===== src/a09_macros.svh =====
`ifndef A09_MACROS_SVH
`define A09_MACROS_SVH

// ---------------------------------------------------------------------
// Core sizing
// ---------------------------------------------------------------------
`define A09_DATA_WIDTH 16       // Data and instruction word
`define A09_ADDR_WIDTH 8        // Program address, 256 words
`define A09_REG_COUNT  16       // General registers, r0 reads zero

// ---------------------------------------------------------------------
// Stepping
// ---------------------------------------------------------------------
// Board clocks per pipeline step
// 16 MHz / 16M gives about one step per second on the board
`define A09_STEP_DIV 16000000

`endif


===== src/a09Pkg.sv =====
`include "a09_macros.svh"

package a09Pkg;

    // ------------------------------------------------------------------
    // Instruction encoding
    // ------------------------------------------------------------------
    typedef enum logic [3:0] {
        NOP  = 4'd0,
        ADD  = 4'd1,
        SUB  = 4'd2,
        AND  = 4'd3,
        OR   = 4'd4,
        XOR  = 4'd5,
        LDI  = 4'd6,            // rd = zext(imm)
        ADDI = 4'd7,            // rd = rd + sext(imm)
        OUT  = 4'd8,            // outWord = rs1
        BNZ  = 4'd9,            // Branch to imm if rd != 0
        JMP  = 4'd10,
        HALT = 4'd15
    } opcodeT;                  // Unlisted codes behave as NOP

    typedef logic [$clog2(`A09_REG_COUNT)-1:0] regAddrT;

    // Three-register form
    typedef struct packed {
        opcodeT  op;
        regAddrT rd;
        regAddrT rs1;
        regAddrT rs2;
    } regFormT;

    // Register plus 8-bit immediate
    typedef struct packed {
        opcodeT     op;
        regAddrT    rd;
        logic [7:0] imm;
    } immFormT;

    // One instruction word, two views
    typedef union packed {
        regFormT r;
        immFormT i;
    } instrU;

    // ------------------------------------------------------------------
    // Stage-to-stage bundles
    // ------------------------------------------------------------------
    typedef struct packed {
        logic                       valid;
        logic [`A09_ADDR_WIDTH-1:0] pc;     // Address the word came from
        instrU                      instr;
    } fetchOutT;

    typedef struct packed {
        logic                       valid;
        opcodeT                     op;     // Already folded to NOP if unknown
        regAddrT                    rd;
        logic [`A09_DATA_WIDTH-1:0] opA;    // Bypassed operands
        logic [`A09_DATA_WIDTH-1:0] opB;
        logic [`A09_ADDR_WIDTH-1:0] target; // Branch / jump destination
    } decodeOutT;

    // Execute back to fetch and decode
    typedef struct packed {
        logic                       taken;
        logic [`A09_ADDR_WIDTH-1:0] target;
    } redirectT;

    // Execute to register file and decode bypass
    typedef struct packed {
        logic                       en;
        regAddrT                    addr;
        logic [`A09_DATA_WIDTH-1:0] data;
    } regWriteT;

endpackage


===== src/a09FetchStage.sv =====
`include "a09_macros.svh"

// Fetch
// PC, program read request and the fetch slot handed to decode
module a09FetchStage (
    input  logic                       pin3_clk_16mhz,
    input  logic                       rstN,
    input  logic                       stepEn,
    input  logic                       halt,        // Sticky halted from execute
    input  a09Pkg::redirectT           redirect,
    input  a09Pkg::instrU              memData,     // Registered word from memory
    output logic                       memRdEn,
    output logic [`A09_ADDR_WIDTH-1:0] memAddr,
    output a09Pkg::fetchOutT           fetchOut
);

    logic [`A09_ADDR_WIDTH-1:0] pc;
    logic [`A09_ADDR_WIDTH-1:0] pcQ;    // PC of the word now in memData
    logic                       validQ;

    // Memory read lines up with the slot register below
    assign memAddr = pc;
    assign memRdEn = stepEn && !halt;   // Freeze the word once halted

    always_ff @(posedge pin3_clk_16mhz) begin
        if (!rstN) begin
            pc     <= '0;
            pcQ    <= '0;
            validQ <= 1'b0;
        end else if (stepEn) begin
            if (halt) begin
                validQ <= 1'b0;             // PC frozen, bubbles only
            end else if (redirect.taken) begin
                pc     <= redirect.target;  // Word read this step is wrong path
                validQ <= 1'b0;
            end else begin
                pc     <= pc + 1'b1;
                pcQ    <= pc;
                validQ <= 1'b1;
            end
        end
    end

    // Slot pairs the memory's output register with its PC
    assign fetchOut.valid = validQ;
    assign fetchOut.pc    = pcQ;
    assign fetchOut.instr = memData;

endmodule


===== config.mk =====
export PLATFORM = sky130hd
export DESIGN_NAME = a09FetchStage
export DESIGN_NICKNAME = d
export VERILOG_FILES = /design/src/a09Pkg.sv /design/src/a09FetchStage.sv
export VERILOG_INCLUDE_DIRS = /design/src
export SDC_FILE = /design/constraint.sdc
export NUM_CORES = 1
export LEC_CHECK = 0
export BUFFER_PORTS_ARGS = -buffer_cell sky130_fd_sc_hd__buf_2
export CAP_MARGIN = 10
export CORE_UTILIZATION = 44
export DETAILED_ROUTE_END_ITERATION = 6
export HOLD_SLACK_MARGIN = 0.03
export PLACE_DENSITY = 0.85
export SETUP_SLACK_MARGIN = 0.4
export SYNTH_ARGS = -nofsm -noshare
export SYNTH_HDL_FRONTEND = slang
export SYNTH_SLANG_ARGS = --single-unit

===== constraint.sdc =====
create_clock -name pin3_clk_16mhz -period 3.7 [get_ports pin3_clk_16mhz]
set_clock_uncertainty 0.2 [all_clocks]
set_input_delay 0.185 -clock pin3_clk_16mhz [delete_from_list [all_inputs] [get_ports pin3_clk_16mhz]]
set_output_delay 0.185 -clock pin3_clk_16mhz [all_outputs]
set_load 0.01 [all_outputs]

==> results.py <==
metrics = {
    "sta": {
        "setup-violations-final": 0,
        "tightest_slew_ns": 0.679,
        "relSlewSlack_pct": 54.7,
        "hold_viol": 0,
        "period_minus_slack_ns": 2.05,
        "timing.fmax_ghz": 0.489,
        "final.period_utilization_pct": 55.3,
        "fin_tns_setup_ns": 0,
        "rsz0062_at_grt": "false",
        "drv_slew": 0,
    },
    "worst_setup_path": {
        "critical_path.max_stage_delay_ns": 0.53,
        "crit_chain": "dlygate4sd3_1 > buf_2 > nand2b_1 > inv_4 > buf_2",
        "crit_required_ns": 3.31,
        "crit_top_cell": "buf_2",
        "end_kind": "output pin",
        "crit_type": "input port to output pin",
        "slowest_stage": "dlygate4sd3_1",
        "worstSetupStartpointType": "input port",
        "critPathMaxFanout": 19,
        "arrival_ns": 1.66,
    },
    "final_layout": {
        "seqCellArea_um2": 340,
        "drive_gt1_share_pct": 31.3,
        "multi_input_area_um2": 443,
        "fill_cells": 200,
        "area_growth_pct": 9.77,
        "design_area_um2": 1050,
        "antenna_cells": 0,
        "final_nets": 162,
    },
    "floorplan": {
        "core-area_um2": 2000,
        "placementRows": 16,
        "io-pin-count": 63,
        "die_x_um": 48.7,
        "start_util_pct": 48.0,
        "die_y_um": 48.7,
        "dieArea_um2": 2370,
    },
    "detailed_routing": {
        "first_pass_iters": 4,
        "route.detailed.drc": 0,
        "drtIter0Drc": 32,
        "via_per_inst": 5.46,
        "vias": 863,
        "antenna_left": 0,
        "post_drt_wl_per_cell_um": 12.8,
        "drt_wl_total_um": 2030,
    },
    "cts": {
        "tritoncts": "built",
        "insertion_delay_ns": 0.29,
        "cts.clk_slew.worst_paths_ns": 0.10,
        "post_cts_resized": 0,
        "clock-sinks": 17,
        "cts_buffers": 3,
        "htree_num_levels": 1,
        "cts-root-buf": "clkbuf_4",
        "clock_path_buffers": 2,
    },
    "power": {
        "p_per_area_nw_per_um2": 327,
        "ir_worst_vdd_v": 0.000211,
        "leakage_nw": 0.463,
        "power_w": 0.000345,
    },
    "logic_synthesis": {
        "synthCells": 115,
        "yosys-top-cells-area": "dfxtp_1 35%, buf_4 13%, a21boi_0 7.0%",
        "synth_top_family_by_area": "compound AO/OA/AOI/OAI gates",
        "synth_fa_ha_area_share_pct": 1.30,
        "synth_xor_area_share_pct": 0,
        "yosysSeqAreaShare_pct": 35.4,
        "synth_area_leader_cell": "dfxtp_1",
        "synth_edf_count": 0,
        "avgSynthCellArea_um2": 8.36,
        "async_flop_share_pct": 0,
        "netlist_area_um2": 961,
        "synth-seq-cells": 17,
        "syn_nets": 145,
        "synth_top_area_share_pct": 35.4,
        "synth_flop_cell": "dfxtp_1",
        "synth.distinct_cells": 34,
        "yosys_warnings": 0,
        "muxShareOfSynthArea_pct": 3.26,
        "synth_compound_area_share_pct": 23.8,
        "synth_common_cells": "17 x buf_4, 17 x dfxtp_1, 16 x nand2_1",
        "synth-simple-area-share_pct": 17.7,
    },
    "placement": {
        "dp_hpwl_um": 1430,
        "gp_congestion": 0.786,
        "placed_cell_area_um2": 977,
        "port-buffer-count": 30,
    },
    "grt": {
        "antenna_found_initial": 0,
        "use_met2_pct": 28.0,
        "grt_use_total_pct": 18.0,
        "grt_util_met1_pct": 22.0,
        "grt_overflow": 0,
        "use_met3_pct": 4.72,
        "grt.busiest_layer": "met2",
        "grt_max_degree": 28,
        "grt_pass1_wl_um": 3280,
        "grt_pass1_vias": 701,
    },
    "hold_path": {
        "min_path_type": "input port to register",
    },
    "run": {
        "max_cap_violations": 0,
    },
    "status": {
        "status": "finished, final reports clean",
    },
}
==> power by group <==
part,internal [W],switching (W),total [W]
Sequential,0.000189,0.00000672,0.000195
Combinational,0.0000229,0.0000258,0.0000487
Clock,0.0000403,0.0000605,0.000101
==> timing repair <==
item,CTS,global route
hold buffers,5,0
endpoints found under the hold margin,7,0
setup buffers,0,0
==> state kept, by name (all words and copies together) (netlist names) <==
signal / count
memAddr: 8
pcQ: 8
validQ: 1
==> stage by stage <==
stage | util (%) | hold WS (ns) | worst slack (ns) | instances
2_1_floorplan | - | 0.139 | 2.18 | 115
3_3_place_gp | 48.8 | 0.170 | 2.01 | 149
3_5_place_dp | 48.8 | 0.170 | 1.92 | 149
4_1_cts | 52.7 | 0.0433 | 1.67 | 158
5_1_grt | 52.7 | 0.0717 | 1.56 | 158
6_report | 52.7 | 0.0454 | 1.65 | 158
==> area by class of cell <==
class	instances	area share, %
inverter	2	0.949
clock inverter	1	0.474
tap	27	3.20
multi-input combinational	73	42.0
sequential	17	32.3
timing repair buffer	35	19.0
clock buffer	3	2.14
==> final timing paths <==
path | from | end | depth (start not counted) | slack, ns
worst max register to register | memAddr[2] | memAddr[5] | 4 | 2.12
worst min register to register | pcQ[5] | pcQ[5] | 2 | 0.28
worst max-delay path | stepEn | memRdEn | 5 | 1.65
worst min-delay path | redirect[7] | memAddr[7] | 4 | 0.05
==> cell families after synthesis <==
family / after synthesis
adder cells (fa/ha/maj): 1
AND/OR/NAND/NOR: 34
multiplexers: 3
buffers and inverters: 25
flip-flops: 17
AO/OA/AOI/OAI: 35
==> layer usage <==
layer | up-vias | part of all wire, %
li1 | 413 | -
met1 | 398 | 43
met2 | 44 | 47
met3 | 8 | 7.8
met4 | 0 | 2.4
met5 | - | 0
==> layout by cell type (no fill, tap or decap), types with 2 or more instances in the layout <==
master | Yosys | final
o21ai_0 | 12 | 12
a21boi_0 | 9 | 9
nand2b_1 | 2 | 2
o21a_1 | 2 | 2
dfxtp_1 | 17 | 17
dlygate4sd3_1 | 0 | 5
nor2_1 | 4 | 4
mux2i_1 | 2 | 2
a21oi_1 | 5 | 5
nand2_1 | 16 | 16
buf_2 | 2 | 30
clkbuf_4 | 0 | 3
nand3_1 | 3 | 3
==> worst max-delay path, delay by kind of cell <==
family,cells,cell delay [ns]
buf+inv,4,0.98
simple gates,1,0.49
(Power assumes the default switching activity.)
