### config.mk
export PLATFORM = sky130hd
export DESIGN_NAME = a09RegFile
export DESIGN_NICKNAME = d
export VERILOG_FILES = /design/src/a09Pkg.sv /design/src/a09RegFile.sv
export VERILOG_INCLUDE_DIRS = /design/src
export SDC_FILE = /design/constraint.sdc
export NUM_CORES = 1
export LEC_CHECK = 0
export BUFFER_PORTS_ARGS = -buffer_cell sky130_fd_sc_hd__buf_2
export CAP_MARGIN = 25
export CORE_UTILIZATION = 60
export DETAILED_ROUTE_END_ITERATION = 10
export GPL_TIMING_DRIVEN = 0
export PLACE_DENSITY_LB_ADDON = 0.12
export SKIP_LAST_GASP = 1
export SLEW_MARGIN = 20
export SYNTH_ARGS = -nofsm -noshare
export SYNTH_HDL_FRONTEND = slang
export SYNTH_SLANG_ARGS = --single-unit
### constraint.sdc
create_clock -name pin3_clk_16mhz -period 3.3 [get_ports pin3_clk_16mhz]
set_input_delay 0.99 -clock pin3_clk_16mhz [delete_from_list [all_inputs] [get_ports pin3_clk_16mhz]]
set_output_delay 0.99 -clock pin3_clk_16mhz [all_outputs]
set_load 0.02 [all_outputs]
### src/a09_macros.svh
`ifndef A09_MACROS_SVH
`define A09_MACROS_SVH

// ---------------------------------------------------------------------
// Core sizing
// ---------------------------------------------------------------------
`define A09_DATA_WIDTH 16       // Data and instruction word
`define A09_ADDR_WIDTH 8        // Program address, 256 words
`define A09_REG_COUNT  16       // General registers, r0 reads zero

// ---------------------------------------------------------------------
// Stepping
// ---------------------------------------------------------------------
// Board clocks per pipeline step
// 16 MHz / 16M gives about one step per second on the board
`define A09_STEP_DIV 16000000

`endif

### src/a09Pkg.sv
`include "a09_macros.svh"

package a09Pkg;

    // ------------------------------------------------------------------
    // Instruction encoding
    // ------------------------------------------------------------------
    typedef enum logic [3:0] {
        NOP  = 4'd0,
        ADD  = 4'd1,
        SUB  = 4'd2,
        AND  = 4'd3,
        OR   = 4'd4,
        XOR  = 4'd5,
        LDI  = 4'd6,            // rd = zext(imm)
        ADDI = 4'd7,            // rd = rd + sext(imm)
        OUT  = 4'd8,            // outWord = rs1
        BNZ  = 4'd9,            // Branch to imm if rd != 0
        JMP  = 4'd10,
        HALT = 4'd15
    } opcodeT;                  // Unlisted codes behave as NOP

    typedef logic [$clog2(`A09_REG_COUNT)-1:0] regAddrT;

    // Three-register form
    typedef struct packed {
        opcodeT  op;
        regAddrT rd;
        regAddrT rs1;
        regAddrT rs2;
    } regFormT;

    // Register plus 8-bit immediate
    typedef struct packed {
        opcodeT     op;
        regAddrT    rd;
        logic [7:0] imm;
    } immFormT;

    // One instruction word, two views
    typedef union packed {
        regFormT r;
        immFormT i;
    } instrU;

    // ------------------------------------------------------------------
    // Stage-to-stage bundles
    // ------------------------------------------------------------------
    typedef struct packed {
        logic                       valid;
        logic [`A09_ADDR_WIDTH-1:0] pc;     // Address the word came from
        instrU                      instr;
    } fetchOutT;

    typedef struct packed {
        logic                       valid;
        opcodeT                     op;     // Already folded to NOP if unknown
        regAddrT                    rd;
        logic [`A09_DATA_WIDTH-1:0] opA;    // Bypassed operands
        logic [`A09_DATA_WIDTH-1:0] opB;
        logic [`A09_ADDR_WIDTH-1:0] target; // Branch / jump destination
    } decodeOutT;

    // Execute back to fetch and decode
    typedef struct packed {
        logic                       taken;
        logic [`A09_ADDR_WIDTH-1:0] target;
    } redirectT;

    // Execute to register file and decode bypass
    typedef struct packed {
        logic                       en;
        regAddrT                    addr;
        logic [`A09_DATA_WIDTH-1:0] data;
    } regWriteT;

endpackage

### src/a09RegFile.sv
`include "a09_macros.svh"

// 16 x 16 register file
// Two async read ports, one write port, r0 hardwired to zero
module a09RegFile (
    input  logic                       pin3_clk_16mhz,
    input  logic                       rstN,
    input  a09Pkg::regAddrT            rAddrA,
    input  a09Pkg::regAddrT            rAddrB,
    input  a09Pkg::regWriteT           wr,          // Already step-qualified
    output logic [`A09_DATA_WIDTH-1:0] rDataA,
    output logic [`A09_DATA_WIDTH-1:0] rDataB
);

    logic [`A09_DATA_WIDTH-1:0] regs [`A09_REG_COUNT];

    always_ff @(posedge pin3_clk_16mhz) begin
        if (!rstN) begin
            for (int i = 0; i < `A09_REG_COUNT; i++) begin
                regs[i] <= '0;
            end
        end else if (wr.en && (wr.addr != '0)) begin   // Drop writes to r0
            regs[wr.addr] <= wr.data;
        end
    end

    // r0 never written, so it always reads back zero
    assign rDataA = regs[rAddrA];
    assign rDataB = regs[rAddrB];

endmodule

==> results of run 1 <==
==> through the flow <==
stage	power, mW	setup TNS [ns]	cells	util, %
3_3_place_gp	4.84	-181.83	1195	64.9
5_1_grt	8.11	-1.12	1274	73.5
6_report	7.93	-0.847	1275	73.5
4_1_cts	7.84	-0.659	1270	72.3
3_5_place_dp	4.92	-15.48	1207	65.9
2_1_floorplan	4.53	0	857	-
==> cell usage in the layout (no fill, tap or decap), types with 3 or more instances in the layout <==
master and instances:
clkbuf_16 30, buf_2 50, nor3_4 3, buf_4 18
nor2_2 4, clkbuf_4 6, buf_12 13, clkinv_1 10
buf_6 30, nor2b_1 4, nand2_2 11, clkinv_2 4
a22oi_2 46, nor2_4 10, nand2b_1 3, clkbuf_2 10
nand2_1 21, and2_1 241, o21ai_2 12, mux4_2 122
edfxtp_1 256, a22oi_1 18, mux4_1 6, buf_16 8
clkbuf_1 20, buf_8 10, conb_1 16
==> kinds of logic after synthesis <==
logic type             Yosys count
buffers and inverters           76
and+or+nand+nor                305
DFF                            256
muxes                          128
AOI/OAI and AO/OA               76
other                            1
==> final timing paths <==
kind  startpoint                       end  slack (ns)  depth (start not counted)
min        wr[1]  regs[5][1]$_SDFFCE_PN0P_        0.79                          2
max    rAddrB[0]                 rDataB[3]       -0.09                          6
==> what timing repair did <==
item,CTS,global route
setup endpoints to repair,32,31
cloned,6,3
pin swaps,19,23
setup buffers,11,2
resized for setup,153,63
hold buffers,0,0
==> per-layer routing <==
metal | vias up | share of wire [%]
met5 | - | 0
met4 | 0 | 3.9
li1 | 3557 | -
met2 | 580 | 49
met1 | 4465 | 38
met3 | 98 | 8.9
==> final cells by class <==
type,instances,area (µm²),share of cell area [%]
multi-input combinational,525,5800,35.7
sequential,256,7690,47.3
timing repair buffer,92,916,5.64
clock buffer,31,691,4.25
inverter,1,3.75,0.0231
buffer,73,672,4.14
antenna,1,2.50,0.0154
clock inverter,16,118,0.724
tap,280,350,2.16
==> power by group through the flow <==
| stage | Clock (mW) | Sequential [mW] | Combinational, mW |
|---|---|---|---|
| floorplan | 0 | 3.89 | 0.636 |
| global placement | 0 | 3.91 | 0.928 |
| detailed placement | 0 | 3.94 | 0.981 |
| CTS | 2.86 | 3.87 | 1.11 |
| global route | 2.99 | 3.89 | 1.23 |
| finish | 2.86 | 3.88 | 1.20 |
==> impl_results.md, run 1 <==
- Hold_ws: approximately 0.79 ns
- Fmax: roughly 300 MHz
- H-tree Lvls: 1
- Met3 Use GR: roughly 5.0%
- Placed instance area: 14600 µm²
- Synthesized area: ~14000 µm²
- Seq/Total Area, Yosys: a little under three fifths
- Met1 global-route usage: 44.9%
- Vias post-DR: 8700
- CP Class: input port to output port
- Pins Over Slew Limit: 0
- Failing checks: negative setup slack
- Switch share: roughly 25%
- Sw power: 1.96 mW
- Area leader, netlist: edfxtp_1
- Ys Warns: 0
- FP Rows: 54
- Worst EP arrival: 2.40 ns
- Worst IR drop on VDD: 0.376 mV
- # port buffers: 58
- CTS Buf Count: 27
- Mapped Cells: roughly 840
- Top-count cell post-synth: edfxtp_1
- Clock-pin transition on the worst setup and hold timing paths: approximately 0.060 ns
- CTS Sinks: ~260
- Max Cap Viol: 0
- Xor-xnor portion of the synthesized cell area: 0%
- Combinational power share: 15.1%
- Largest cells by area after synthesis: edfxtp_1, mux4_2, and2_1, mux4_1, a22oi_1
- RePlAce Congestion: 0.930
- Slowest stage delay, CP: ~0.54 ns
- Avg WL per Cell: between 20 and 30 µm
- Combinational family with the most area after synthesis: multiplexers
- First DRT Iteration DRCs: approximately 970
- Filler instances: 1361
- WL final: roughly 38 mm
- Pwr/cell area: between 400 and 500 nW/µm²
- DP Worst Slack: -0.767 ns
- Setup ws final: -0.0861 ns
- Mapped Avg Cell Area: around 16 µm²
- Setup crit end kind: output port
- Area of the die: about 23000 µm²
- Crit path cell chain: buf_16 -> clkbuf_16 -> mux4_2 -> a22oi_2 -> nand2_2 -> buf_6
- Mux contribution to synthesized area: between 20% and 30%
- Slowest stage cell on the critical path: mux4_2
- Met2 Use GR: a little under three fifths
- Ys flop type: edfxtp_1
- Half-perimeter wire length after placement: about 26 mm
- HP Class: input port to flop
- Adder-cell share of the synthesized area: 0%
- DRC viols: 0
- Clk pwr share: between 30 and 40%
- Cell variety after synth: 26
- CTS tree: built
- Simple-Gate Fraction of Synth Area: approximately 14%
- Final instance area: approximately 16000 µm²
- Endpoints failing setup: 23
- Number of global-route vias before repair: approximately 9100
- Antenna violations before repair: 0
- Largest register by flop count: regs
- Worst slew pin tran: around 1.1 ns
- Status: finished, violations left
- Die X-Extent: roughly 150 µm
- Internal power: between 5 and 6 mW
- Startpoint Class: input port
- CTS max path bufs: 3
- Post-synth top area share: a little under three fifths
- IO Pins: 63
- CP Data Required Time: 2.31 ns
- Max Fanout on Critical Path: 7
- Total congestion overflow: 0
- Worst slew margin: approximately a quarter
- Die H: 153 µm
- Tot GR Track Use: between 30% and 40%
- Number of flip-flops under the largest register name: about 260
- Total leakage power: 5.79 nW
- CP Buf/Inv Count: 3
- CORE AREA: roughly 22000 µm²
- Area Overhead vs Synth: 18.9%
- Share of layout cells above drive strength 1: roughly two fifths
- Most frequent cells after synthesis: edfxtp_1, and2_1, mux4_2
- Initial DRT Pass Iterations: 5
- Reg power frac: about half
- Largest registers: regs x256
- Post-layout net count: 1007
- Async SR Flop Fraction: 0%
- Post-synthesis compound-gate area fraction: about 4%
- Seq cells post-synth: about 260
- Effective utilization at floorplan: around three fifths
- Via/cell ratio: between 6 and 7
- Post-route ant nets: 0
- Final period util: 103%
- Top Family by Delay on Critical Path: multiplexers
- First-pass GRT wire length: 56.1 mm
- Largest net degree at the start of global routing: 17
- Min Clock Period, post-route: 3.39 ns
- EDFF count, synth: 256
- RSZ-0062 raised after global routing: true
- Final Hold Vio Count: 0
- GRT busiest layer: met2
- Root Buffer: clkbuf_16
Note: power is estimated with default switching activity, not from simulation.
==> run 2, diff against run 1 <==
--- a/config.mk
+++ b/config.mk
@@ -12,6 +12,7 @@
 export DETAILED_ROUTE_END_ITERATION = 10
 export GPL_TIMING_DRIVEN = 0
 export PLACE_DENSITY_LB_ADDON = 0.12
+export REMOVE_ABC_BUFFERS = 1
 export SKIP_LAST_GASP = 1
 export SLEW_MARGIN = 20
 export SYNTH_ARGS = -nofsm -noshare
==> run 2 against run 1 <==
Effect of this change: the flow still finishes with violations (negative setup slack); clock power grew 5%; highest routed layer unchanged; power grew 2.4%; largest power group unchanged; routed wire length grew 8.0%; setup slack lost 0.0036 ns; sequential share of layout area shrank 0.81 points; worst hold slack gained 0.099 ns; die area is the same; clock-buffer cell count grew 1; via count grew 1.3%; non-clock buffer count shrank 40; critical path type unchanged; largest cell class unchanged; sequential power is essentially flat; critical path depth grew 1.
==> impl_results.md, run 2 (synthesized netlist as in run 1, its figures left out) <==
- Max Fanout on Critical Path: 8 (+1)
- Startpoint Class: input port
- FP Rows: 54 (unchanged)
- Final Core Density: 74.8% (+1.3 points)
- Worst slew pin tran: 1.03 ns (-0.0771 ns)
- Vias post-DR: 8810 (+1.3%)
- HP Class: input port to flop
- CORE AREA: 22100 µm² (unchanged)
- Post-route ant nets: 0 (unchanged)
- Effective utilization at floorplan: 61.8% (unchanged)
- Worst EP arrival: 2.40 ns (about the same)
- Worst slew margin: 31.4% (+5.1 points)
- Area Overhead vs Synth: 21.0%
- Switch share: 24.1% (-0.67 points)
- Clk pwr share: 36.9% (+0.9 points)
- Number of global-route vias before repair: 8957 (-1.6%)
- Final period util: 103% (+0.11 points)
- Critical path destination: rDataB[1]
- Reg power frac: 47.7% (-1.2 points)
- Clock-pin transition on the worst setup and hold timing paths: 0.06 ns (about the same)
- Largest register by flop count: regs
- CP Data Required Time: 2.31 ns (about the same)
- CTS Buf Count: 26 (-3.7%)
- Avg WL per Cell: 33.3 µm (+12%)
- Total leakage power: 5.84 nW (+0.97%)
- First DRT Iteration DRCs: 1208 (+24%)
- Setup crit end kind: output port
- # port buffers: 62 (+6.9%)
- IO Pins: 63 (unchanged)
- Post-layout net count: 966 (-4.1%)
- Total congestion overflow: 0 (unchanged)
- Internal power: 6.16 mW (+3.3%)
- Final instance area: 16500 µm² (+1.7%)
- H-tree Lvls: 1 (unchanged)
- Fmax: 295 MHz (-0.11%)
- Setup TNS: -1.09 ns (-0.240 ns)
- Worst IR drop on VDD: 0.470 mV (+25%)
- Initial DRT Pass Iterations: 5 (unchanged)
- First-pass GRT wire length: 58.0 mm (+3.5%)
- Largest registers: regs x256
- Via/cell ratio: 7.15 (+4.7%)
- Min Clock Period, post-route: 3.39 ns (+0.00363 ns)
- Area of the die: 23400 µm² (unchanged)
- Pwr/cell area: 492 nW/µm² (+0.66%)
- Total power draw: 8.12 mW (+2.4%)
- Max Cap Viol: 0 (unchanged)
- Number of flip-flops under the largest register name: 256 (unchanged)
- Die X-Extent: 153 µm (unchanged)
- Largest net degree at the start of global routing: 26 (+9)
- Root Buffer: clkbuf_16
- Status: finished, violations left
- DRC viols: 0 (unchanged)
- Hold Buf Count CTS: 0 (unchanged)
- FF+latch area: 7690 µm² (unchanged)
- Antenna violations before repair: 0 (unchanged)
- CTS tree: built
- Hold_ws: 0.893 ns (+0.0990 ns)
- Filler instances: 1281 (-5.9%)
- Crit path launch: rAddrB[0]
- Final Hold Vio Count: 0 (unchanged)
- Endpoints failing setup: 28 (+22%)
- Diode count: 0 (-1)
- Placed instance area: 14500 µm² (about the same)
- RePlAce Congestion: 0.750 (-19%)
- Failing checks: negative setup slack
- WL final: 41.1 mm (+8.0%)
- Die H: 153 µm (unchanged)
- Combinational power share: 15.5% (+0.4 points)
- Most frequent cells in the layout: edfxtp_1, and2_1, mux4_2
- Sw power: 1.96 mW (-0.36%)
- Tot GR Track Use: 35.3% (+2.0 points)
- Share of layout cells above drive strength 1: 39.7% (-0.28 points)
- CTS max path bufs: 3 (unchanged)
- CTS Sinks: 256 (unchanged)
- Leading cell type in the layout, fill and taps excluded: edfxtp_1
- Area of the multi-input gates: 5920 µm² (+2.0%)
- Setup ws final: -0.0897 ns (-0.00363 ns)
- Half-perimeter wire length after placement: 22.8 mm (-13%)
- RSZ-0062 raised after global routing: true
- Pins Over Slew Limit: 0 (unchanged)
- CP Class: input port to output port
[run 2: changes by cell type in the layout (fill, tap and decap cells not counted), moves of 6 or more]
cell      previous run  this run
clkbuf_4             6         0
nand2_1             21        27
clkbuf_1            20         5
buf_16               8        27
nand2_2             11         5
o21ai_2             12         3
buf_2               50        36
buf_12              13         5
o21ai_4              0         9
clkbuf_2            10         0
[run 2: stage by stage]
step	worst slack (ns)	cells
floorplan	0.288	782
global placement	-1.79	1124
detailed placement	-0.668	1148
CTS	-0.125	1218
global route	-0.112	1233
finish	-0.0897	1233
[run 2: layout make-up]
cell class / instances / area share (%)
well taps: 280 / 2.12
repair buffers: 125 / 10.3
clock inverters: 14 / 0.969
flip-flops and latches: 256 / 46.5
multi-input cells: 525 / 35.8
clock buffers: 32 / 4.20
inverters: 1 / 0.0227
[run 2: repair_timing]
item,4_1_cts,5_1_grt
pin swaps,27,26
buffers inserted,10,10
gates cloned,14,5
setup endpoints to repair,64,48
gates resized for setup,96,75
[run 2: worst min-delay path by stage]
stage | slack, ns | startpoint | depth (start not counted) | endpoint
3_3_place_gp | 1.42 | wr[8] | 2 | regs[15][8]$_SDFFCE_PN0P_
3_5_place_dp | 1.43 | wr[4] | 2 | regs[14][4]$_SDFFCE_PN0P_
5_1_grt | 0.91 | wr[0] | 2 | regs[9][0]$_SDFFCE_PN0P_
2_1_floorplan | 1.19 | wr[0] | 1 | regs[10][0]$_SDFFCE_PN0P_
6_report | 0.89 | wr[8] | 2 | regs[9][8]$_SDFFCE_PN0P_
4_1_cts | 0.88 | wr[4] | 2 | regs[4][4]$_SDFFCE_PN0P_
[run 2: metal layers]
metal	share of wire [%]	GRT usage, %	up-vias
met5	0	0	-
met4	3.6	12.8	0
met1	36	49.3	4491
met2	48	55.8	722
met3	13	7.49	114
li1	-	-	3483
[run 2: power groups by stage]
stage	Sequential (mW)	Combinational [mW]	Clock (mW)
2_1_floorplan	3.89	0.539	0
3_3_place_gp	3.91	0.882	0
3_5_place_dp	3.93	0.974	0
4_1_cts	3.86	1.14	2.99
5_1_grt	3.89	1.30	3.12
6_report	3.87	1.26	2.99
[run 2: critical path: stages]
cell	delay, ns
buf_16	0.14
buf_12	0.13
buf_16	0.15
mux4_2	0.50
a22oi_1	0.24
nand2_2	0.10
buf_6	0.14
==> run 3, diff against run 2 <==
--- a/config.mk
+++ b/config.mk
@@ -18,3 +18,4 @@
 export SYNTH_ARGS = -nofsm -noshare
 export SYNTH_HDL_FRONTEND = slang
 export SYNTH_SLANG_ARGS = --single-unit
+export TNS_END_PERCENT = 30
==> run 3 against run 2 <==
Effect of this change: the run still ends with negative setup slack left; final area fell by 1.7%; critical endpoint is now rDataA[8]; power is 0.96% lower; sequential share of layout area rose by 0.83 points; setup slack got worse by 0.0063 ns; maximum frequency is 0.19% lower; core utilization fell by 1.3 points; worst hold slack improved by 0.0067 ns.
==> impl_results.md, run 3 (synthesized netlist as in run 1, its figures left out) <==
- Status: finished, violations left
- Failing checks: negative setup slack
- Top sig layer: met4
- Number of flip-flops under the largest register name: 256 (unchanged)
- Area of the die: 23400 µm² (unchanged)
- Routed length on met1: 14.5 mm (-0.45%)
- Post-route ant nets: 0 (unchanged)
- Most frequent cells in the layout: edfxtp_1, and2_1, mux4_2
- WHS Path Cells: 2 (unchanged)
- Largest registers: regs x256
- RSZ-0062 raised after global routing: true
- CTS Sinks: 256 (unchanged)
- Total leakage power: 5.76 nW (-1.4%)
- FP Rows: 54 (unchanged)
- Max Fanout on Critical Path: 6 (-2)
- Vias post-DR: 8709 (-1.1%)
- Initial DRT Pass Iterations: 5 (unchanged)
- Largest register by flop count: regs
- Tot GR Track Use: 34.7% (-0.69 points)
- Antenna violations before repair: 1 (+1)
- Worst slew pin tran: 1.07 ns (+0.0418 ns)
- Worst IR drop on VDD: 0.462 mV (-1.7%)
- Slowest stage cell on the critical path: mux4_1
- Avg WL per Cell: 32.7 µm (-1.7%)
- Final Hold Vio Count: 0 (unchanged)
- CORE AREA: 22100 µm² (unchanged)
- DP Worst Slack: -0.668 ns (unchanged)
- Endpoints failing setup: 45 (+61%)
- Pins Over Slew Limit: 0 (unchanged)
- CTS tree: built
- Max Cap Viol: 0 (unchanged)
- Slowest stage delay, CP: 0.57 ns (+0.07 ns)
- DRC viols: 0 (unchanged)
- Total power draw: 8.04 mW (-0.96%)
- Setup crit end kind: output port
- CP Data Required Time: 2.31 ns (about the same)
- Worst slew margin: 28.6% (-2.8 points)
- Total congestion overflow: 0 (unchanged)
- Die X-Extent: 153 µm (unchanged)
- Clock-pin transition on the worst setup and hold timing paths: 0.06 ns (about the same)
- Met3 WL post-DR: 4.95 mm (-4.8%)
- IO Pins: 63 (unchanged)
- Final period util: 103% (+0.19 points)
- Crit path cell chain: buf_16 -> buf_12 -> buf_16 -> mux4_1 -> a22oi_2 -> nand2_1 -> buf_2
- Min Clock Period, post-route: 3.40 ns (+0.00632 ns)
- Largest net degree at the start of global routing: 26 (unchanged)
- Share of layout cells above drive strength 1: 36.4% (-3.3 points)
- Half-perimeter wire length after placement: 22.8 mm (unchanged)
- CTS Buf Count: 26 (unchanged)
- Filler instances: 1323 (+3.3%)
- RePlAce Congestion: 0.750 (unchanged)
- # port buffers: 62 (unchanged)
- WL final: 40.1 mm (-2.4%)
- Root Buffer: clkbuf_16
- Via/cell ratio: 7.12 (-0.42%)
- First-pass GRT wire length: 57.0 mm (-1.8%)
- HP Class: input port to flop
- Setup ws final: -0.0960 ns (-0.00632 ns)
- Die H: 153 µm (unchanged)
- Pwr/cell area: 496 nW/µm² (+0.80%)
- Fmax: 294 MHz (-0.19%)
- Most frequent CP cell: buf_16
- Leading cell type in the layout, fill and taps excluded: edfxtp_1
- Post-layout net count: 956 (-1.0%)
- CP Class: input port to output port
- Number of global-route vias before repair: 8903 (-0.60%)
- Met2 WL post-DR: 19.3 mm (-2.8%)
- Effective utilization at floorplan: 61.8% (unchanged)
- First DRT Iteration DRCs: 1152 (-4.6%)
- Startpoint Class: input port
- Area Overhead vs Synth: 18.9%
- H-tree Lvls: 1 (unchanged)
- Worst EP arrival: 2.41 ns (about the same)
- CTS max path bufs: 3 (unchanged)
## run 3: cell count changes in the layout (fill, tap and decap cells not counted), sizes merged
cell | previous run | this run
buf | 121 | 111
diode | 0 | 1
## run 3: timing repair
item | in CTS | in global routing
gates cloned | 11 | 5
setup endpoints to repair | 64 | 64
resized for setup | 69 | 51
setup buffers | 6 | 7
pin swaps | 17 | 15
hold buffers | 0 | 0
## run 3: path summary, 6_finish.rpt
| path | start | end | slack, ns |
|---|---|---|---|
| worst max-delay path | rAddrA[0] | rDataA[8] | -0.1 |
| worst min-delay path | wr[8] | regs[13][8]$_SDFFCE_PN0P_ | 0.90 |
## run 3: power breakdown
part           switching, mW  total [mW]  internal, mW
clock                   1.20        2.99          1.79
combinational          0.631        1.19         0.554
sequential            0.0945        3.87          3.77
## run 3: worst max-delay path, delay by kind of cell
family          cells  cell delay [ns]
compound gates      1             0.21
buf+inv             4             0.54
mux                 1             0.57
simple gates        1             0.08
## run 3: final cells by class
cell class,count,area [µm²],area share [%]
flip-flops and latches,256,7690,47.4
well taps,280,350,2.16
clock inverters,14,160,0.987
multi-input cells,525,5860,36.1
repair buffers,115,1470,9.07
clock buffers,32,694,4.28
diodes,1,2.50,0.0154
inverters,1,3.75,0.0231
## run 3: stage by stage
step | area (µm²) | hold slack [ns] | util (%) | instances | TNS [ns]
2_1_floorplan | 13300 | 1.19 | - | 782 | 0
3_3_place_gp | 13900 | 1.42 | 63.1 | 1124 | -326.69
3_5_place_dp | 14500 | 1.43 | 65.8 | 1148 | -42.89
4_1_cts | 15900 | 0.885 | 72.0 | 1211 | -3.31
5_1_grt | 16200 | 0.919 | 73.5 | 1224 | -4.05
6_report | 16200 | 0.900 | 73.5 | 1224 | -2.16
## run 3: per-layer routing
metal	vias to the layer above	track usage [%]
met5	-	0
met4	0	12.2
met3	98	8.00
met2	670	55.4
met1	4472	47.3
li1	3469	-
