### config.mk
export PLATFORM = sky130hd
export DESIGN_NAME = a09DecodeStage
export DESIGN_NICKNAME = d
export VERILOG_FILES = /design/src/a09Pkg.sv /design/src/a09DecodeStage.sv
export VERILOG_INCLUDE_DIRS = /design/src
export SDC_FILE = /design/constraint.sdc
export NUM_CORES = 1
export LEC_CHECK = 0
export BUFFER_PORTS_ARGS = -buffer_cell sky130_fd_sc_hd__clkbuf_2
export CAP_MARGIN = 15
export CORE_MARGIN = 2
export CORE_UTILIZATION = 46
export CTS_BUF_LIST = sky130_fd_sc_hd__clkbuf_16
export DETAILED_ROUTE_END_ITERATION = 10
export PLACE_DENSITY_LB_ADDON = 0.25
export RECOVER_POWER = 25
export SLEW_MARGIN = 30
export SYNTH_ARGS = -nofsm -noshare
export SYNTH_HDL_FRONTEND = slang
export SYNTH_SLANG_ARGS = --single-unit
export TNS_END_PERCENT = 5
### constraint.sdc
create_clock -name pin3_clk_16mhz -period 6 [get_ports pin3_clk_16mhz]
set_input_delay 0.9 -clock pin3_clk_16mhz [delete_from_list [all_inputs] [get_ports pin3_clk_16mhz]]
set_output_delay 0.9 -clock pin3_clk_16mhz [all_outputs]
set_load 0.1 [all_outputs]
### src/a09_macros.svh
`ifndef A09_MACROS_SVH
`define A09_MACROS_SVH

// ---------------------------------------------------------------------
// Core sizing
// ---------------------------------------------------------------------
`define A09_DATA_WIDTH 16       // Data and instruction word
`define A09_ADDR_WIDTH 8        // Program address, 256 words
`define A09_REG_COUNT  16       // General registers, r0 reads zero

// ---------------------------------------------------------------------
// Stepping
// ---------------------------------------------------------------------
// Board clocks per pipeline step
// 16 MHz / 16M gives about one step per second on the board
`define A09_STEP_DIV 16000000

`endif

### src/a09Pkg.sv
`include "a09_macros.svh"

package a09Pkg;

    // ------------------------------------------------------------------
    // Instruction encoding
    // ------------------------------------------------------------------
    typedef enum logic [3:0] {
        NOP  = 4'd0,
        ADD  = 4'd1,
        SUB  = 4'd2,
        AND  = 4'd3,
        OR   = 4'd4,
        XOR  = 4'd5,
        LDI  = 4'd6,            // rd = zext(imm)
        ADDI = 4'd7,            // rd = rd + sext(imm)
        OUT  = 4'd8,            // outWord = rs1
        BNZ  = 4'd9,            // Branch to imm if rd != 0
        JMP  = 4'd10,
        HALT = 4'd15
    } opcodeT;                  // Unlisted codes behave as NOP

    typedef logic [$clog2(`A09_REG_COUNT)-1:0] regAddrT;

    // Three-register form
    typedef struct packed {
        opcodeT  op;
        regAddrT rd;
        regAddrT rs1;
        regAddrT rs2;
    } regFormT;

    // Register plus 8-bit immediate
    typedef struct packed {
        opcodeT     op;
        regAddrT    rd;
        logic [7:0] imm;
    } immFormT;

    // One instruction word, two views
    typedef union packed {
        regFormT r;
        immFormT i;
    } instrU;

    // ------------------------------------------------------------------
    // Stage-to-stage bundles
    // ------------------------------------------------------------------
    typedef struct packed {
        logic                       valid;
        logic [`A09_ADDR_WIDTH-1:0] pc;     // Address the word came from
        instrU                      instr;
    } fetchOutT;

    typedef struct packed {
        logic                       valid;
        opcodeT                     op;     // Already folded to NOP if unknown
        regAddrT                    rd;
        logic [`A09_DATA_WIDTH-1:0] opA;    // Bypassed operands
        logic [`A09_DATA_WIDTH-1:0] opB;
        logic [`A09_ADDR_WIDTH-1:0] target; // Branch / jump destination
    } decodeOutT;

    // Execute back to fetch and decode
    typedef struct packed {
        logic                       taken;
        logic [`A09_ADDR_WIDTH-1:0] target;
    } redirectT;

    // Execute to register file and decode bypass
    typedef struct packed {
        logic                       en;
        regAddrT                    addr;
        logic [`A09_DATA_WIDTH-1:0] data;
    } regWriteT;

endpackage

### src/a09DecodeStage.sv
`include "a09_macros.svh"

// Decode
// Picks the union view, reads operands, bypasses execute's write
module a09DecodeStage (
    input  logic                       pin3_clk_16mhz,
    input  logic                       rstN,
    input  logic                       stepEn,
    input  a09Pkg::fetchOutT           fetchIn,
    input  a09Pkg::redirectT           redirect,
    input  a09Pkg::regWriteT           regWr,       // Same-step write for bypass
    input  logic [`A09_DATA_WIDTH-1:0] rDataA,
    input  logic [`A09_DATA_WIDTH-1:0] rDataB,
    output a09Pkg::regAddrT            rAddrA,
    output a09Pkg::regAddrT            rAddrB,
    output a09Pkg::decodeOutT          decodeOut
);

    localparam int ImmW = $bits(fetchIn.instr.i.imm);
    localparam int ExtW = `A09_DATA_WIDTH - ImmW;

    a09Pkg::instrU              instr;
    a09Pkg::opcodeT             op;
    logic [`A09_DATA_WIDTH-1:0] valA;
    logic [`A09_DATA_WIDTH-1:0] valB;
    a09Pkg::decodeOutT          decodeNext;

    assign instr = fetchIn.instr;
    assign op    = instr.r.op;      // Opcode sits in the same bits in both views

    // ------------------------------------------------------------------
    // Operand read
    // ------------------------------------------------------------------
    always_comb begin
        case (op)
            a09Pkg::ADDI,
            a09Pkg::BNZ: rAddrA = instr.i.rd;    // rd doubles as source
            default:     rAddrA = instr.r.rs1;
        endcase
    end
    assign rAddrB = instr.r.rs2;

    // Forward execute's result, r0 never forwarded
    assign valA = (regWr.en && (rAddrA != '0) && (regWr.addr == rAddrA)) ?
                  regWr.data : rDataA;
    assign valB = (regWr.en && (rAddrB != '0) && (regWr.addr == rAddrB)) ?
                  regWr.data : rDataB;

    // ------------------------------------------------------------------
    // Slot build
    // ------------------------------------------------------------------
    always_comb begin
        decodeNext.valid  = fetchIn.valid;
        decodeNext.op     = op;
        decodeNext.rd     = instr.i.rd;
        decodeNext.opA    = valA;
        decodeNext.opB    = valB;
        decodeNext.target = instr.i.imm[`A09_ADDR_WIDTH-1:0];    // Used by BNZ/JMP
        case (op)
            a09Pkg::LDI:  decodeNext.opB = {{ExtW{1'b0}}, instr.i.imm};
            a09Pkg::ADDI: decodeNext.opB = {{ExtW{instr.i.imm[ImmW-1]}}, instr.i.imm};
            a09Pkg::NOP, a09Pkg::ADD, a09Pkg::SUB, a09Pkg::AND, a09Pkg::OR,
            a09Pkg::XOR, a09Pkg::OUT, a09Pkg::BNZ, a09Pkg::JMP,
            a09Pkg::HALT: decodeNext.op = op;   // Register operands as read
            default:      decodeNext.op = a09Pkg::NOP;   // Unknown opcode
        endcase
    end

    always_ff @(posedge pin3_clk_16mhz) begin
        if (!rstN) begin
            decodeOut.valid <= 1'b0;
        end else if (stepEn) begin
            decodeOut <= decodeNext;
            if (redirect.taken) begin
                decodeOut.valid <= 1'b0;        // Younger slot squashed
            end
        end
    end

endmodule

==> flow_summary.json, run 1 <==
{
  "outcome": "finished, violations left",
  "violations": "capacitance limit, slew limit",
  "worstMarginPinSlew_ns": 3.05,
  "hold_violations": 0,
  "yosys_warnings": 0,
  "ys_types": 29,
  "top_register": "decodeOut",
  "holdBufCountCts": 0,
  "synth_edf_count": 48,
  "fin_crit_sh_pct": 60.9,
  "end_kind": "primary output",
  "nNetsFinal": 372,
  "yosysTopAreaCellShare_pct": 61.8,
  "synth_ff_type": "edfxtp_1",
  "drive_gt1_share_pct": 51.2,
  "min-delay-start": "decodeOut[48]$_SDFFE_PN0P_",
  "yosys.area.top_type": "edfxtp_1",
  "core-area_sq_um": 4820,
  "rr_worst_depth": 3,
  "ios": 147,
  "dpl.hpwl_mm": 3.83,
  "rows": 25,
  "finClkSkew_ns": 0,
  "area_growth_pct": 35.4,
  "place.gp.congestion": 0.729,
  "regToRegSetupSlack_ns": 5.28,
  "p_comb_share_pct": 29.1,
  "ctsResizeCount": 0,
  "top_regs": "decodeOut (49)",
  "hold_path.class": "flop to flop",
  "grt_pass1_wl_mm": 7.38,
  "largest_reg_flops": 49,
  "synth_most_common_cell": "edfxtp_1",
  "ant_nets": 0,
  "p_int_uw": 655,
  "synth_area_sq_um": 2330,
  "maxSlewHeadroom_pct": -103,
  "path_max_fanout": 25,
  "syn_area_per_cell_sq_um": 15.1,
  "grt_usage_pct": 18.3,
  "die_h_um": 75.2,
  "clk_pin_slew_ns": 0.06,
  "power_density_nw_per_um2": 325,
  "netlist_instances": 154,
  "ys_ff_latch": 49,
  "min_period_ns": 3.65,
  "pwr-share-clk_pct": 30.8,
  "grt_max_degree": 49,
  "routed-via-count": 1691,
  "final_max_slew_viol_count": 49,
  "yosysSeqAreaShare_pct": 62.7,
  "clkLatencyLatePin_ns": 0.28,
  "cts_tree": "yes",
  "wl_per_cell_um": 14.9,
  "synth.area.top_cells": "edfxtp_1, mux2i_1, mux2_4",
  "fillers": 417,
  "max-cap-violations": 1,
  "reg2reg_to": "decodeOut[48]$_SDFFE_PN0P_",
  "cp.arrival_ns": 2.75,
  "synthArstFlopShare_pct": 0,
  "rsz0062_at_grt": "false",
  "worstSetupEndpoint": "rAddrA[3]",
  "clock.fmax_ghz": 0.274,
  "vias_per_cell": 4.83,
  "worstSetupStartpoint": "fetchIn[15]",
  "cts_buffers": 5,
  "grt_pass1_vias": 1566,
  "postCtsSetupBuffers": 0,
  "syn-num-nets": 244,
  "cp-start-kind": "input pin",
  "first_pass_iters": 4,
  "cts_root_buf": "clkbuf_16",
  "diodes": 0,
  "reg2reg_from": "decodeOut[48]$_SDFFE_PN0P_",
  "peakVddDrop_mv": 0.179,
  "synth_common_cells": "edfxtp_1, mux2i_1, o21ai_0, mux2_4, nand2_1",
  "setup_tns_ns": 0,
  "switching_share_pct": 36.1,
  "clock_path_buffers": 2,
  "p_leak_nw": 1.35,
  "start_util_pct": 48.4,
  "dieArea_sq_um": 5650,
  "setup_violations": 0,
  "port_buffers": 130,
  "seqPwrFrac_pct": 40.1,
  "htree_levels": 2,
  "drtIter0Drc": 59,
  "place_area_sq_um": 3010,
  "worstPathRequired_ns": 5.10,
  "die_x_um": 75.2,
  "path_class": "input pin to primary output",
  "power.switching_uw": 370,
  "wirelength_mm": 5.22,
  "fin_area_sq_um": 3160,
  "drc_errors": 0,
  "grt.overflow.total": 0,
  "antenna_found_initial": 0,
  "cts.sinks": 49
}
power by group through the flow:
| stage | clock, mW | combinational (mW) | sequential, mW |
|---|---|---|---|
| 4_1_cts | 0.321 | 0.302 | 0.410 |
| 3_5_place_dp | 0 | 0.301 | 0.418 |
| 3_3_place_gp | 0 | 0.298 | 0.417 |
| 6_report | 0.315 | 0.298 | 0.411 |
| 5_1_grt | 0.332 | 0.309 | 0.414 |
| 2_1_floorplan | 0 | 0.0704 | 0.589 |
cell families (layout without fill, tap and decap cells):
logic type / after synthesis / count (layout) / share of synthesized area, %
muxes: 37 / 37 / 18.6
and+or+nand+nor: 27 / 27 / 6.33
AOI/OAI and AO/OA: 22 / 22 / 6.71
buffers and inverters: 13 / 142 / 3.44
DFF: 49 / 49 / 62.7
xor gates and xnor gates: 6 / 6 / 2.25
metrics by stage:
step           hold slack (ns)  power [mW]  instances  utilization [%]  setup WS (ns)
2_1_floorplan            0.999       0.659        154                -           2.85
3_3_place_gp             0.597       0.715        342             62.4           2.14
3_5_place_dp             0.617       0.719        342             62.5           2.12
4_1_cts                  0.628        1.03        350             65.9           2.32
5_1_grt                  0.661        1.06        350             65.5           2.19
6_report                 0.625        1.02        350             65.5           2.35
worst min path at each step:
stage	endpoint	slack, ns	cells after the start
floorplan	decodeOut[0]$_DFFE_PP_	1.0	0
global placement	decodeOut[48]$_SDFFE_PN0P_	0.60	3
detailed placement	decodeOut[48]$_SDFFE_PN0P_	0.62	3
CTS	decodeOut[48]$_SDFFE_PN0P_	0.63	3
global route	decodeOut[48]$_SDFFE_PN0P_	0.66	3
finish	decodeOut[48]$_SDFFE_PN0P_	0.62	3
layer usage:
layer	routed length (um)	vias up	GRT usage (%)
met3	448	7	5.62
li1	-	832	-
met5	0	-	0
met4	80	0	8.19
met1	2120	773	21.6
met2	2560	79	30.7
cell usage in the layout (no fill, tap or decap), drive strengths merged:
master	instances
clkbuf	135
edfxtp	48
mux2i	20
o21ai	17
mux2	17
nand2	11
and2	6
inv	4
xnor2	3
xor2	3
nor3	2
nand4	2
and3b	1
a21oi	1
nor2	1
and2b	1
nor3b	1
a311oi	1
nand2b	1
o2111ai	1
a21boi	1
or2b	1
o22ai	1
clkinvlp	1
clkinv	1
bufinv	1
dfxtp	1
area by class of cell:
type	instances	area (sq um)	area share, %
flip-flops and latches	49	1460	46.3
multi-input cells	92	797	25.2
well taps	67	83.8	2.66
clock buffers	5	125	3.96
repair buffers	130	633	20.1
inverters	4	15.0	0.476
clock inverters	3	41.3	1.31
worst max-delay path, cell delays in order:
cell and delay, ns:
clkbuf_2 0.12, and3b_1 0.75, o21ai_4 0.18, mux2i_1 0.35
inv_1 0.07, clkbuf_2 0.38
Note: power is estimated with default switching activity, not from simulation.
==> inputs of run 2 (changes only) <==
Settings changed: CORE_UTILIZATION 46 to 38.
Clock period 6 ns to 3.2 ns, I/O delays scaled along.
==> run 2 against run 1 <==
Effect of this change: the flow now finishes without violations; critical path type is now input pin to flop; critical path depth grew 2; clock power is 57% higher; combinational power up 88%.
==> flow_summary.json, run 2 (synthesis results as in run 1) <==
{
  "reg2reg_from": "decodeOut[48]$_SDFFE_PN0P_",
  "die_h_um": 82.3,
  "outcome": "finished clean",
  "path_class": "input pin to flop",
  "grt.overflow.total": 0,
  "dieArea_sq_um": 6780,
  "pwr-share-clk_pct": 27.0,
  "core-area_sq_um": 5920,
  "rsz0062_at_grt": "false",
  "slowest_stage": "mux2i_1",
  "p_comb_share_pct": 30.8,
  "regToRegSetupSlack_ns": 2.50,
  "htree_levels": 2,
  "min-delay-start": "fetchIn[8]",
  "grt_usage_pct": 15.4,
  "die_x_um": 82.3,
  "power_density_nw_per_um2": 574,
  "rows": 28,
  "drtIter0Drc": 67,
  "peakVddDrop_mv": 0.294,
  "grt_max_degree": 49,
  "antenna_found_initial": 0,
  "ctsResizeCount": 0,
  "cts_buffers": 5,
  "maxSlewHeadroom_pct": 18.6,
  "nNetsFinal": 377,
  "setup_violations": 0,
  "setup_tns_ns": 0,
  "routed-via-count": 1707,
  "top_regs": "decodeOut (49)",
  "switching_share_pct": 37.2,
  "final_cell_mix": "clkbuf_2, edfxtp_1, mux2i_1",
  "path_max_fanout": 9,
  "p_int_mw": 1.15,
  "area_growth_pct": 36.5,
  "p_leak_nw": 1.36,
  "cts_root_buf": "clkbuf_16",
  "start_util_pct": 39.4,
  "holdBufCountCts": 0,
  "final_common_cell": "clkbuf_2",
  "clock.fmax_ghz": 0.404,
  "top_register": "decodeOut",
  "seqPwrFrac_pct": 42.2,
  "ios": 147,
  "place.gp.congestion": 0.752,
  "clk_pin_slew_ns": 0.06,
  "cts_tree": "yes",
  "grt_pass1_vias": 1629,
  "finClkSkew_ns": 0,
  "ant_nets": 0,
  "clock_path_buffers": 2,
  "max-cap-violations": 0,
  "finalPower_mw": 1.83,
  "hold_depth": 1,
  "slowest_delay_ns": 0.41,
  "hold_path.class": "input pin to flop",
  "wirelength_mm": 5.20,
  "wl_per_cell_um": 14.3,
  "min_period_ns": 2.47,
  "cp-start-kind": "input pin",
  "clkLatencyLatePin_ns": 0.28,
  "worstPathRequired_ns": 3.23,
  "worstMarginPinSlew_ns": 1.22,
  "crit_chain": "clkbuf_1, and3b_1, o21ai_4, mux2i_1, a311oi_2, o2111ai_4, buf_4, mux2_4",
  "vias_per_cell": 4.70,
  "largest_reg_flops": 49,
  "end_kind": "flop",
  "dpl.hpwl_mm": 3.94,
  "rr_worst_depth": 3,
  "diodes": 0,
  "worstSetupStartpoint": "fetchIn[13]",
  "final_max_slew_viol_count": 0,
  "drive_gt1_share_pct": 52.1,
  "cp.arrival_ns": 2.50,
  "fin_crit_sh_pct": 77.3,
  "grt_pass1_wl_mm": 7.80,
  "first_pass_iters": 4,
  "hold_violations": 0,
  "drc_errors": 0,
  "postCtsSetupBuffers": 0,
  "cts.sinks": 49,
  "power.switching_uw": 679,
  "port_buffers": 130
}
==> run 2: power by group through the flow <==
stage               sequential, mW  clock, mW  combinational [mW]
finish                       0.770      0.493               0.561
global route                 0.775      0.535               0.584
CTS                          0.770      0.506               0.568
detailed placement           0.784          0               0.567
global placement             0.782          0               0.565
floorplan                     1.10          0               0.132
==> run 2: path summary, 6_finish.rpt <==
| kind | end |
|---|---|
| worst max register to register | decodeOut[48]$_SDFFE_PN0P_ |
| worst min-delay path | decodeOut[40]$_DFFE_PP_ |
| worst min register to register | decodeOut[48]$_SDFFE_PN0P_ |
| worst max-delay path | decodeOut[34]$_DFFE_PP_ |
==> run 2: metal layers <==
metal,vias up,track usage [%],part of all wire (%),routed length (um)
met1,766,19.9,43,2250
met4,0,5.00,1.2,65
met5,-,0,0,0
li1,840,-,-,-
met3,6,5.43,11,582
met2,95,24.2,44,2300
==> run 2: final cells by class <==
cell class              instances  area [sq um]
fillers                       538          2740
repair buffers                135           681
clock inverters                 3          12.5
inverters                       4          15.0
well taps                      75          93.8
clock buffers                   5           125
multi-input cells              92           793
flip-flops and latches         49          1460
==> run 2: worst max-delay path, delay by kind of cell <==
kind,cells,cell delay [ns]
AO/OA/AOI/OAI,3,0.67
buffers and inverters,2,0.38
multiplexers,2,0.73
AND/OR/NAND/NOR,1,0.24
==> run 2: per-stage QoR <==
| stage | area [sq um] | worst slack, ns | util [%] | hold slack [ns] | std cells |
|---|---|---|---|---|---|
| after floorplan | 2330 | 0.468 | - | 0.579 | 154 |
| after CTS | 3200 | 0.720 | 54.1 | 0.391 | 363 |
| after global routing | 3180 | 0.546 | 53.7 | 0.413 | 363 |
| after detailed placement | 3060 | 0.428 | 51.8 | 0.610 | 355 |
| final | 3180 | 0.727 | 53.7 | 0.406 | 363 |
| after global placement | 3060 | 0.453 | 51.8 | 0.604 | 355 |
==> inputs of run 3 (changes only) <==
Clock period 3.2 ns to 2.2 ns, I/O delays scaled along.
==> run 3 against run 2 <==
Effect of this change: utilization rose by 2.0 points; first-iteration DRC count fell by 18%; sequential power rose by 45%; global-route usage rose by 0.47 points; worst hold slack got worse by 0.14 ns; setup slack got worse by 0.67 ns; critical path type unchanged; critical endpoint is now decodeOut[39]$_DFFE_PP_.
==> flow_summary.json, run 3 (synthesis results as in run 1) <==
{
  "dpl.hpwl_mm": 4.15,
  "peakVddDrop_mv": 0.382,
  "wl_per_cell_um": 14.8,
  "worstSetupEndpoint": "decodeOut[39]$_DFFE_PP_",
  "grt_max_degree": 33,
  "die_h_um": 82.3,
  "worst_path_dominant_cell_family": "multiplexers",
  "clock.fmax_ghz": 0.466,
  "crit_chain": "clkbuf_2, and3b_1, o21ai_4, mux2_4, and2_4, o2111ai_4, buf_12, mux2_2",
  "routed-via-count": 1726,
  "rsz0062_at_grt": "true",
  "crit_cells": 8,
  "die_x_um": 82.3,
  "regToRegSetupSlack_ns": 1.52,
  "cts_buffers": 5,
  "start_util_pct": 39.4,
  "cp-start-kind": "input pin",
  "path_class": "input pin to flop",
  "holdBufCountCts": 0,
  "dieArea_sq_um": 6780,
  "diodes": 0,
  "whs_ns": 0.264,
  "path_max_fanout": 16,
  "cts_root_buf": "clkbuf_16",
  "grt_usage_pct": 15.9,
  "top_register": "decodeOut",
  "area_growth_pct": 41.7,
  "fin_ws_ns": 0.0529,
  "ant_nets": 0,
  "clk_pin_slew_ns": 0.06,
  "outcome": "finished clean",
  "p_leak_nw": 1.43,
  "post-place-cells": 359,
  "slowest_stage": "mux2_4",
  "rows": 28,
  "final_cell_mix": "clkbuf_2, edfxtp_1, mux2i_1",
  "port_buffers": 130,
  "rr_worst_depth": 3,
  "largest_reg_flops": 49,
  "fin_crit_sh_pct": 97.6,
  "reg2reg_to": "decodeOut[48]$_SDFFE_PN0P_",
  "power_density_nw_per_um2": 809,
  "hold_violations": 0,
  "core-area_sq_um": 5920,
  "cts.sinks": 49,
  "maxSlewHeadroom_pct": 14.2,
  "nNetsFinal": 381,
  "finClkSkew_ns": 0,
  "multi_input_area_sq_um": 810,
  "place.gp.congestion": 0.772,
  "final_max_slew_viol_count": 0,
  "wirelength_mm": 5.43,
  "top_regs": "decodeOut (49)",
  "final_common_cell": "clkbuf_2",
  "regArea_sq_um": 1460,
  "drc_errors": 0,
  "max-cap-violations": 0,
  "ios": 147,
  "first_pass_iters": 4,
  "grt_pass1_wl_mm": 7.96,
  "cp.arrival_ns": 2.17,
  "drtIter0Drc": 55,
  "worstSetupStartpoint": "fetchIn[15]",
  "antenna_found_initial": 0,
  "crit_buf_inv": 2,
  "end_kind": "flop",
  "slowest_delay_ns": 0.36,
  "hold_path.class": "input pin to flop",
  "dpl_worst_slack_ns": -0.290,
  "reg2reg_from": "decodeOut[48]$_SDFFE_PN0P_",
  "htree_levels": 2,
  "min-delay-start": "fetchIn[8]",
  "clkLatencyLatePin_ns": 0.27,
  "cts_tree": "yes",
  "clock_path_buffers": 2,
  "grt.overflow.total": 0,
  "vias_per_cell": 4.70,
  "grt_pass1_vias": 1699,
  "worstMarginPinSlew_ns": 1.29,
  "min_period_ns": 2.15,
  "fillers": 541,
  "worstPathRequired_ns": 2.22,
  "final_cells": 367,
  "drive_gt1_share_pct": 53.1,
  "setup_violations": 0
}
-- run 3: cell count changes in the layout (fill, tap and decap cells not counted), sizes merged --
cell	before	now
clkinv	3	0
inv	4	7
buf	4	13
clkbuf	136	131
-- run 3: through the flow --
stage	cell area, sq um	util, %	total power, mW	TNS [ns]
finish	3300	55.8	2.67	0
global route	3300	55.8	2.78	-0.624
CTS	3310	55.9	2.71	0
detailed placement	3170	53.5	2.00	-4.41
global placement	3170	53.5	1.99	-3.84
floorplan	2330	-	1.80	-4.30
-- run 3: layer usage --
metal	vias to the layer above	wire [um]	global-route usage, %
met5	-	0	0
met4	0	45	4.50
met3	5	538	4.46
met2	93	2630	27.4
met1	780	2220	19.4
li1	848	-	-
-- run 3: area by class of cell --
type                       instances  area share [%]
sequential                        49            44.2
multi-input combinational         92            24.5
timing repair buffer             139            23.8
clock buffer                       5            3.79
tap                               75            2.84
inverter                           4           0.455
clock inverter                     3           0.341
-- run 3: timing repair --
action	CTS	global route
gates resized for setup	1	1
buffers inserted	0	0
endpoints found under the setup margin	1	16
-- run 3: how the worst min path moves through the flow --
stage                               to  slack, ns  cells past startpoint
6_report       decodeOut[40]$_DFFE_PP_       0.26                      1
5_1_grt        decodeOut[42]$_DFFE_PP_       0.27                      1
4_1_cts        decodeOut[40]$_DFFE_PP_       0.24                      1
3_5_place_dp   decodeOut[42]$_DFFE_PP_       0.53                      1
3_3_place_gp   decodeOut[42]$_DFFE_PP_       0.53                      1
2_1_floorplan   decodeOut[0]$_DFFE_PP_       0.43                      0
-- run 3: power breakdown --
| part | total [mW] | switching, mW | internal [mW] |
|---|---|---|---|
| Sequential | 1.12 | 0.0166 | 1.10 |
| Combinational | 0.857 | 0.673 | 0.184 |
| Clock | 0.695 | 0.287 | 0.409 |
| Total | 2.67 | 0.977 | 1.70 |
